<file path="src/ccPkg.sv">
package ccPkg;

    // number of vertices of the 7-cube.
    // every graph and vertex-set bus is this wide.
    localparam int VERTEX_COUNT = 128;

    // hypercube dimension.
    // two vertices are adjacent when their indices differ in one bit.
    localparam int DIMENSION = 7;

    // singleton count width.
    // an independent set of the 7-cube holds at most 64 vertices.
    // the count therefore spans 0 to 64 and needs seven bits.
    localparam int SINGLETON_WIDTH = 7;

    // total component count width.
    // every component holds a vertex of some independent set, so the total stays at or below 64.
    localparam int COMPONENT_WIDTH = 7;

    // cycles from the splitter enable strobe to valid split outputs.
    localparam int SPLIT_LATENCY = 3;

    // cycles from a valid singleton set to a valid singleton count.
    localparam int POPCNT_LATENCY = 4;

    // controller states.
    typedef enum logic [2:0] {
        IDLE,
        SPLIT,
        EXPLORE,
        WAIT_COUNT,
        FINISH
    } ctrlState;

endpackage

</file>
<file path="src/singletonSplitter.sv">
`timescale 1ns/1ps

module singletonSplitter (
    input  logic                           clk,
    input  logic                           clkEnPre,
    input  logic                           zeroNonSingletons,
    input  logic [ccPkg::VERTEX_COUNT-1:0] graphIn,
    output logic [ccPkg::VERTEX_COUNT-1:0] singletons,
    output logic [ccPkg::VERTEX_COUNT-1:0] nonSingletons
);

    // dimensions handled by the first stage.
    localparam int LOW_DIMS = 5;
    localparam int HIGH_DIMS = ccPkg::DIMENSION - LOW_DIMS;

    // separate enable copies per register group to keep fanout local.
    logic       clkEnDNeighbors;
    logic [1:0] clkEnDSingletons;
    logic [1:0] clkEnDNonSingletons;

    logic [ccPkg::VERTEX_COUNT-1:0] lowFlag;
    logic [ccPkg::VERTEX_COUNT-1:0] lowFlagD;
    logic [ccPkg::VERTEX_COUNT-1:0] graphD;
    logic [ccPkg::VERTEX_COUNT-1:0] hasNeighbor;

    always_ff @(posedge clk) begin
        clkEnDNeighbors <= clkEnPre;
        clkEnDSingletons <= {clkEnDSingletons[0], clkEnPre};
        clkEnDNonSingletons <= {clkEnDNonSingletons[0], clkEnPre};
    end

    for (genvar vtx = 0; vtx < ccPkg::VERTEX_COUNT; vtx++) begin : gVertex
        logic [LOW_DIMS-1:0]  lowDims;
        logic [HIGH_DIMS-1:0] highDims;

        // the neighbour across dimension d sits at index vtx ^ (1 << d).
        for (genvar d = 0; d < LOW_DIMS; d++) begin : gLow
            assign lowDims[d] = graphIn[vtx ^ (1 << d)];
        end

        // upper dimensions come from the registered graph copy.
        for (genvar d = LOW_DIMS; d < ccPkg::DIMENSION; d++) begin : gHigh
            assign highDims[d - LOW_DIMS] = graphD[vtx ^ (1 << d)];
        end

        assign lowFlag[vtx] = |lowDims;
        assign hasNeighbor[vtx] = lowFlagD[vtx] | (|highDims);
    end

    // first stage.
    always_ff @(posedge clk) begin
        if (clkEnDNeighbors) begin
            lowFlagD <= lowFlag;
            graphD <= graphIn;
        end
    end

    // second stage splits the set.
    always_ff @(posedge clk) begin
        if (clkEnDSingletons[1]) begin
            singletons <= graphD & ~hasNeighbor;
        end
        if (clkEnDNonSingletons[1]) begin
            if (zeroNonSingletons) begin
                nonSingletons <= '0;
            end else begin
                nonSingletons <= graphD & hasNeighbor;
            end
        end
    end

endmodule

</file>
<file path="src/singletonPopcnt.sv">
`timescale 1ns/1ps

module singletonPopcnt (
    input  logic                              clk,
    input  logic [ccPkg::VERTEX_COUNT-1:0]    singletons,
    output logic [ccPkg::SINGLETON_WIDTH-1:0] singletonCount
);

    localparam int HALF = ccPkg::VERTEX_COUNT / 2;
    localparam int GROUPS = HALF / 4;

    // vertices 2i and 2i+1 are neighbours, so at most one of them is a singleton.
    logic [HALF-1:0] halved;

    // each group covers a 3-cube and holds at most four singletons.
    logic [2:0] groupSum [GROUPS];
    logic [3:0] pairSum [GROUPS/2];
    logic [4:0] quadSum [GROUPS/4];
    logic [5:0] octSum [GROUPS/8];

    for (genvar i = 0; i < HALF; i++) begin : gHalve
        assign halved[i] = singletons[2*i] | singletons[2*i+1];
    end

    // cycle 1.
    // lookup table instead of a four-input adder.
    for (genvar i = 0; i < GROUPS; i++) begin : gLut
        always_ff @(posedge clk) begin
            case (halved[4*i +: 4])
                4'b0000: groupSum[i] <= 3'd0;
                4'b0001: groupSum[i] <= 3'd1;
                4'b0010: groupSum[i] <= 3'd1;
                4'b0011: groupSum[i] <= 3'd2;
                4'b0100: groupSum[i] <= 3'd1;
                4'b0101: groupSum[i] <= 3'd2;
                4'b0110: groupSum[i] <= 3'd2;
                4'b0111: groupSum[i] <= 3'd3;
                4'b1000: groupSum[i] <= 3'd1;
                4'b1001: groupSum[i] <= 3'd2;
                4'b1010: groupSum[i] <= 3'd2;
                4'b1011: groupSum[i] <= 3'd3;
                4'b1100: groupSum[i] <= 3'd2;
                4'b1101: groupSum[i] <= 3'd3;
                4'b1110: groupSum[i] <= 3'd3;
                default: groupSum[i] <= 3'd4;
            endcase
        end
    end

    // first adder level is combinational and folds into cycle 2.
    for (genvar i = 0; i < GROUPS/2; i++) begin : gPair
        assign pairSum[i] = 4'(groupSum[2*i]) + 4'(groupSum[2*i+1]);
    end

    // cycle 2.
    for (genvar i = 0; i < GROUPS/4; i++) begin : gQuad
        always_ff @(posedge clk) begin
            quadSum[i] <= 5'(pairSum[2*i]) + 5'(pairSum[2*i+1]);
        end
    end

    // cycle 3.
    for (genvar i = 0; i < GROUPS/8; i++) begin : gOct
        always_ff @(posedge clk) begin
            octSum[i] <= 6'(quadSum[2*i]) + 6'(quadSum[2*i+1]);
        end
    end

    // cycle 4.
    always_ff @(posedge clk) begin
        singletonCount <= ccPkg::SINGLETON_WIDTH'(octSum[0])
            + ccPkg::SINGLETON_WIDTH'(octSum[1]);
    end

endmodule

</file>
<file path="src/componentExplorer.sv">
`timescale 1ns/1ps

module componentExplorer (
    input  logic                           clk,
    input  logic                           arstN,
    input  logic                           explorerLoad,
    input  logic [ccPkg::VERTEX_COUNT-1:0] vertices,
    output logic                           componentClosed,
    output logic                           explorerIdle
);

    // vertices not yet assigned to any component.
    logic [ccPkg::VERTEX_COUNT-1:0] remaining;
    // component currently being grown.
    logic [ccPkg::VERTEX_COUNT-1:0] component;

    logic [ccPkg::VERTEX_COUNT-1:0] frontier;
    logic [ccPkg::VERTEX_COUNT-1:0] growth;
    logic [ccPkg::VERTEX_COUNT-1:0] seed;

    // a vertex is on the frontier when any of its seven neighbours is in the component.
    for (genvar vtx = 0; vtx < ccPkg::VERTEX_COUNT; vtx++) begin : gVertex
        logic [ccPkg::DIMENSION-1:0] adjacent;

        for (genvar d = 0; d < ccPkg::DIMENSION; d++) begin : gDim
            assign adjacent[d] = component[vtx ^ (1 << d)];
        end

        assign frontier[vtx] = |adjacent;
    end

    assign growth = remaining & frontier;

    // two's complement trick isolates the lowest set bit.
    assign seed = remaining & (~remaining + 1'b1);

    assign explorerIdle = (remaining == '0) && (component == '0);

    always_ff @(posedge clk or negedge arstN) begin
        if (!arstN) begin
            remaining <= '0;
            component <= '0;
            componentClosed <= 1'b0;
        end else begin
            componentClosed <= 1'b0;
            if (explorerLoad) begin
                remaining <= vertices;
                component <= '0;
            end else if (component == '0) begin
                // start a new component at the lowest remaining vertex.
                if (remaining != '0) begin
                    component <= seed;
                    remaining <= remaining & ~seed;
                end
            end else if (growth == '0) begin
                // nothing left to reach, so the component is complete.
                componentClosed <= 1'b1;
                component <= '0;
            end else begin
                component <= component | growth;
                remaining <= remaining & ~growth;
            end
        end
    end

endmodule

</file>
<file path="src/componentCountControl.sv">
`timescale 1ns/1ps

module componentCountControl (
    input  logic                              clk,
    input  logic                              arstN,
    input  logic                              start,
    input  logic [ccPkg::VERTEX_COUNT-1:0]    graphIn,
    input  logic                              countSingletonsOnly,
    input  logic [ccPkg::SINGLETON_WIDTH-1:0] popCount,
    input  logic                              componentClosed,
    input  logic                              explorerIdle,
    output logic [ccPkg::VERTEX_COUNT-1:0]    graph,
    output logic                              clkEnPre,
    output logic                              zeroNonSingletons,
    output logic                              explorerLoad,
    output logic                              busy,
    output logic                              done,
    output logic [ccPkg::SINGLETON_WIDTH-1:0] singletonCount,
    output logic [ccPkg::COMPONENT_WIDTH-1:0] componentCount
);

    // cycles from clkEnPre until the singleton count is valid.
    localparam int WAIT_TOTAL = ccPkg::SPLIT_LATENCY + ccPkg::POPCNT_LATENCY;
    localparam int CYCLE_WIDTH = $clog2(WAIT_TOTAL + 1);

    ccPkg::ctrlState state;

    logic [CYCLE_WIDTH-1:0]            cycleCount;
    logic [ccPkg::COMPONENT_WIDTH-1:0] tally;
    logic [ccPkg::SINGLETON_WIDTH-1:0] popHold;

    // graph is held stable for the whole job.
    always_ff @(posedge clk) begin
        if (state == ccPkg::IDLE && start) begin
            graph <= graphIn;
        end
    end

    always_ff @(posedge clk) begin
        if (state == ccPkg::WAIT_COUNT && cycleCount == CYCLE_WIDTH'(WAIT_TOTAL)) begin
            popHold <= popCount;
        end
    end

    always_ff @(posedge clk or negedge arstN) begin
        if (!arstN) begin
            state <= ccPkg::IDLE;
            cycleCount <= '0;
            tally <= '0;
            clkEnPre <= 1'b0;
            zeroNonSingletons <= 1'b0;
            explorerLoad <= 1'b0;
            busy <= 1'b0;
            done <= 1'b0;
            singletonCount <= '0;
            componentCount <= '0;
        end else begin
            clkEnPre <= 1'b0;
            explorerLoad <= 1'b0;
            done <= 1'b0;

            // saturating cycle counter started by clkEnPre.
            if (state != ccPkg::IDLE && cycleCount != CYCLE_WIDTH'(WAIT_TOTAL)) begin
                cycleCount <= cycleCount + 1'b1;
            end

            case (state)
                ccPkg::IDLE: begin
                    if (start) begin
                        zeroNonSingletons <= countSingletonsOnly;
                        busy <= 1'b1;
                        tally <= '0;
                        cycleCount <= '0;
                        clkEnPre <= 1'b1;
                        state <= ccPkg::SPLIT;
                    end
                end
                ccPkg::SPLIT: begin
                    // load lands on the edge after the split outputs settle.
                    if (cycleCount == CYCLE_WIDTH'(ccPkg::SPLIT_LATENCY - 1)) begin
                        explorerLoad <= 1'b1;
                        state <= ccPkg::EXPLORE;
                    end
                end
                ccPkg::EXPLORE: begin
                    if (componentClosed) begin
                        tally <= tally + 1'b1;
                    end
                    // the explorer still shows the previous job while the load is pending.
                    if (!explorerLoad && explorerIdle) begin
                        state <= ccPkg::WAIT_COUNT;
                    end
                end
                ccPkg::WAIT_COUNT: begin
                    if (cycleCount == CYCLE_WIDTH'(WAIT_TOTAL)) begin
                        state <= ccPkg::FINISH;
                    end
                end
                ccPkg::FINISH: begin
                    singletonCount <= popHold;
                    componentCount <= ccPkg::COMPONENT_WIDTH'(popHold) + tally;
                    done <= 1'b1;
                    busy <= 1'b0;
                    state <= ccPkg::IDLE;
                end
                default: begin
                    state <= ccPkg::IDLE;
                end
            endcase
        end
    end

endmodule

</file>
<file path="src/componentCounterTop.sv">
`timescale 1ns/1ps

module componentCounterTop (
    input  logic                              clk,
    input  logic                              arstN,
    input  logic                              start,
    input  logic [ccPkg::VERTEX_COUNT-1:0]    graphIn,
    input  logic                              countSingletonsOnly,
    output logic                              busy,
    output logic                              done,
    output logic [ccPkg::SINGLETON_WIDTH-1:0] singletonCount,
    output logic [ccPkg::COMPONENT_WIDTH-1:0] componentCount
);

    logic [ccPkg::VERTEX_COUNT-1:0]    graph;
    logic                              clkEnPre;
    logic                              zeroNonSingletons;
    logic                              explorerLoad;
    logic [ccPkg::VERTEX_COUNT-1:0]    singletons;
    logic [ccPkg::VERTEX_COUNT-1:0]    nonSingletons;
    logic [ccPkg::SINGLETON_WIDTH-1:0] popCount;
    logic                              componentClosed;
    logic                              explorerIdle;

    componentCountControl control (
        .clk                (clk),
        .arstN              (arstN),
        .start              (start),
        .graphIn            (graphIn),
        .countSingletonsOnly(countSingletonsOnly),
        .popCount           (popCount),
        .componentClosed    (componentClosed),
        .explorerIdle       (explorerIdle),
        .graph              (graph),
        .clkEnPre           (clkEnPre),
        .zeroNonSingletons  (zeroNonSingletons),
        .explorerLoad       (explorerLoad),
        .busy               (busy),
        .done               (done),
        .singletonCount     (singletonCount),
        .componentCount     (componentCount)
    );

    singletonSplitter splitter (
        .clk              (clk),
        .clkEnPre         (clkEnPre),
        .zeroNonSingletons(zeroNonSingletons),
        .graphIn          (graph),
        .singletons       (singletons),
        .nonSingletons    (nonSingletons)
    );

    singletonPopcnt popcnt (
        .clk           (clk),
        .singletons    (singletons),
        .singletonCount(popCount)
    );

    componentExplorer explorer (
        .clk            (clk),
        .arstN          (arstN),
        .explorerLoad   (explorerLoad),
        .vertices       (nonSingletons),
        .componentClosed(componentClosed),
        .explorerIdle   (explorerIdle)
    );

endmodule

</file>
<file path="config.mk">
export PLATFORM = sky130hd
export DESIGN_NAME = componentCounterTop
export DESIGN_NICKNAME = d
export VERILOG_FILES = /design/src/ccPkg.sv /design/src/singletonSplitter.sv /design/src/singletonPopcnt.sv /design/src/componentExplorer.sv /design/src/componentCountControl.sv /design/src/componentCounterTop.sv
export SDC_FILE = /design/constraint.sdc
export NUM_CORES = 2
export LEC_CHECK = 0
export ABC_AREA = 1
export ABC_CLOCK_PERIOD_IN_PS = 7100
export BUFFER_PORTS_ARGS = -buffer_cell sky130_fd_sc_hd__buf_2
export CORE_AREA = 4 4 312 314
export DETAILED_ROUTE_END_ITERATION = 8
export DIE_AREA = 0 0 316 318
export PLACE_DENSITY_LB_ADDON = 0.2
export SYNTH_ARGS = -nofsm -noshare
export SYNTH_HDL_FRONTEND = slang
export SYNTH_SLANG_ARGS = --single-unit
</file>
<file path="constraint.sdc">
create_clock -name clk -period 7.1 [get_ports clk]
set_input_delay 1.42 -clock clk [delete_from_list [all_inputs] [get_ports clk]]
set_output_delay 1.42 -clock clk [all_outputs]
set_load 0.05 [all_outputs]
</file>
==> metrics <==
status=complete, no violations; Worst-Skew Late Latency=between 0.7 and 0.8 ns; wire length on met1=77.02 mm; LEAKAGE=between 20 and 25 nW; hold buffers post-CTS=0; DRT iter0 DRCs=roughly 7000; Post-Synthesis Cells=just under 5000; start point of the worst min-delay path=control.clkEnPre; area of the placeable core=around 0.095 mm²; cell at the root of the clock tree=clkbuf_16; met2 routed WL=approximately 95 mm; launch instance of the worst register-to-register path=explorer.component[22]; endpoint type of the worst setup path=register; placed instance area=around 0.05 mm²; Setup TNS Final=0 ns; overall via count from detail_route=roughly 41000; most used flip-flop cell after synthesis=edfxtp_1; number of levels in the clock H-tree=3; number of gates given a new drive strength after cts=0; half-perimeter wire length after placement=176.3 mm; post-route cell area=around 0.053 mm²; number of synthesized register bits=around 1000; count of placed standard cells in the final layout, fillers left out=6446; setup repair after global routing missed its margin=no; slowest stage cell, crit path=nand4_1; category of the critical setup timing path=reg -> reg; cell area power density=498.0 mW/mm²; first-pass GRT wire length=a little over 300 mm; antenna-violating nets left=0; layout cell share with drive strength beyond 1=0.07636; Worst EP arrival=5.26 ns; maximum number of pins on one net before global-route repair=between 150 and 200; number of warning messages in the yosys log=0; worst-path cell chain=nor2_1, nand4_1, nand2_1, nand2_1, nor2_1, nand2_1, nor2_1, nand2_1, nor2_1, nand2_8, buf_4, nand2_1, a21oi_1; std cell rows=about 110; utilization after layout=0.5586; net count of the finished layout=5281; number of top-level pins=148; CTS clk-pin slew, worst paths=around 0.060 ns; starting density of the core=0.4963; number of global-route vias before repair=between 30000 and 40000; final worst-path cycle share=0.6599; synth-to-layout area growth=12.54%; Critical Path Source Type=register; number of port buffers=approximately 150; top routing layer in use=met5; CTS sink count=1025; worst clock skew=~0.05 ns; Die X=316 µm; Max-Slew Margin vs Limit=0.2794; number of enable flip-flop cells after synthesis=about 700; number of antenna violations at the first check in global routing=17; crit-path max FO=between 60 and 70; post-synthesis average cell area=just under 10 µm²; share of synthesized area occupied by flip-flops and latches=0.6161; Worst Max-Slew Pin Slew=around 1.1 ns; global routing usage summed across all routing layers=0.4411; Worst path max stage delay=0.64 ns; post-synthesis instance area=around 0.047 mm²; max-cap viol count=0; filler instances=just over 8000; DRC=0; class of the tightest hold or removal check=reg -> reg; Unique masters post-synth=42; maximum root-to-sink buffer count=3; Die Ht=~320 µm; Worst setup startpoint=explorer.component[22]; worst vdd ir=~0.31 mV; RD Place Congestion=approximately 1.2; wire per inst=34.63 µm; clock buffer count from CTS=between 100 and 150; final setup slack of the worst path=between 2 and 2.5 ns; Final Critical Period=4.685 ns; required time reported for the critical path endpoint=7.67 ns; TritonCTS clock tree=built; count of final hold-check violations=0; top cell type's share of synthesized area=0.4445; worst slack at placement=2.848 ns; DIE AREA=~0.1 mm²; number of detailed-routing iterations run before antenna repair=7; global-route congestion overflow total=0; final setup vio count=0; upper clock frequency limit=about 210 MHz; largest area contributor in the synthesized netlist=edfxtp_1; post-CTS setup buffers=0; leading cell types by total area after synthesis=edfxtp_1 (44%), dfrtp_1 (15%), nand2_1 (7.0%); Pins Over Slew Limit=0; final wirelength=about 220 mm; Met3 Routed Length=between 20 and 30 mm; # placed instances=6235; fraction of registers with async set/reset=0.2820; drt via density=6.357; most frequent cell on the critical path=nand2_1
state kept, by name (all words and copies together) (netlist names), 12 cells and up:
signal and count:
control.graph 128, explorer.component 128, explorer.remaining 128, splitter.graphD 128
splitter.lowFlagD 128, splitter.nonSingletons 128, splitter.singletons 128, popcnt.groupSum 48
popcnt.quadSum 20, popcnt.octSum 12
synthesized netlist by cell type, types with 9 or more instances:
cell type    n
xor2_1      26
nor3_1     303
inv_1      547
inv_2       24
nor4_1     141
buf_6       12
dfxtp_1     41
nand4_1    225
a21oi_1    166
o21ai_0    103
xnor2_1      9
ha_1        42
edfxtp_1   695
nand2_1    871
nor2_1     623
fa_1        28
dfrtp_1    289
o21ai_1    144
nor2_2      12
clkbuf_1    52
nand3_1    419
worst paths after layout:
kind | end | slack (ns) | cells after the start
worst min-delay path | splitter.clkEnDSingletons[0] | 0.36 | 0
worst min register to register | splitter.clkEnDSingletons[0] | 0.36 | 0
worst max register to register | explorer.component[126] | 2.41 | 13
min in group asynchronous | explorer.component[16] | 0.73 | 1
worst max-delay path | explorer.component[126] | 2.41 | 13
max in group asynchronous | control.zeroNonSingletons | 4.70 | 2
critical path, delay by kind of cell (launching register included):
family,cells,cell delay (ns)
AO/OA/AOI/OAI,1,0.08
AND/OR/NAND/NOR,11,3.30
buffers and inverters,1,0.59
flip-flops,1,0.48
cell families (layout without fill, tap and decap cells):
group                      after synthesis  count (layout)  share of synthesized area
xor gates and xnor gates                35              35                   0.006530
AOI/OAI and AO/OA                      423             423                    0.04560
buffers and inverters                  655             942                    0.05490
adders and majority gates               70              70                    0.02313
DFF                                   1025            1025                     0.6161
and+or+nand+nor                       2630            2630                     0.2537
other                                    1              56                 0.00007988
power breakdown:
part | leakage (nW) | switching [mW] | internal [mW]
logic | 9.80 | 8.29 | 2.58
registers | 9.97 | 1.86 | 7.86
clock network | 1.72 | 2.51 | 3.20
total | 21.5 | 12.7 | 13.6
placed cells by master, fill, tap and decap left out, types with 5 or more instances in the layout:
cell        instances
diode_2             8
nor3_1            303
nand2_1           870
nor2_1            623
o21ai_0           103
nor2_4              7
dfrtp_1           287
nor3_2              5
inv_1             547
clkinv_2           18
a21oi_1           166
clkbuf_1           27
buf_2             146
bufinv_16           6
nand3b_1            8
nor4_1            141
inv_6               6
nand3_1           419
fa_1               28
clkbuf_16         110
clkinvlp_4          7
buf_12              5
dfxtp_1            39
inv_2              23
clkbuf_8           11
edfxtp_1          695
nand4_1           225
nor2_2             12
xnor2_1             9
buf_4              16
xor2_1             26
o21ai_1           144
ha_1               42
clkinv_1           10
conb_1             48
final cells by class:
type	instances	area, µm²	area share
multi-input cells	3206	15640	0.2960
well taps	1265	1583	0.02996
repair buffers	168	965.9	0.01828
flip-flops and latches	1025	28940	0.5477
clock buffers	148	3005	0.05688
clock inverters	55	539.3	0.01021
inverters	571	2146	0.04061
diodes	8	20.02	0.0003789
per-stage QoR:
stage          power [mW]  hold WS (ns)
2_1_floorplan       15.05        0.3242
3_3_place_gp        19.92        0.3472
3_5_place_dp        19.85        0.3313
4_1_cts             25.52        0.3627
5_1_grt             27.08        0.3683
6_report            26.31        0.3613
metal layers:
metal | global-route usage | vias up
li1 | - | 17190
met5 | 0 | -
met2 | 0.6453 | 3387
met4 | 0.3593 | 10
met1 | 0.5451 | 19520
met3 | 0.1244 | 869
No activity file was read; power rests on OpenSTA's default activity.
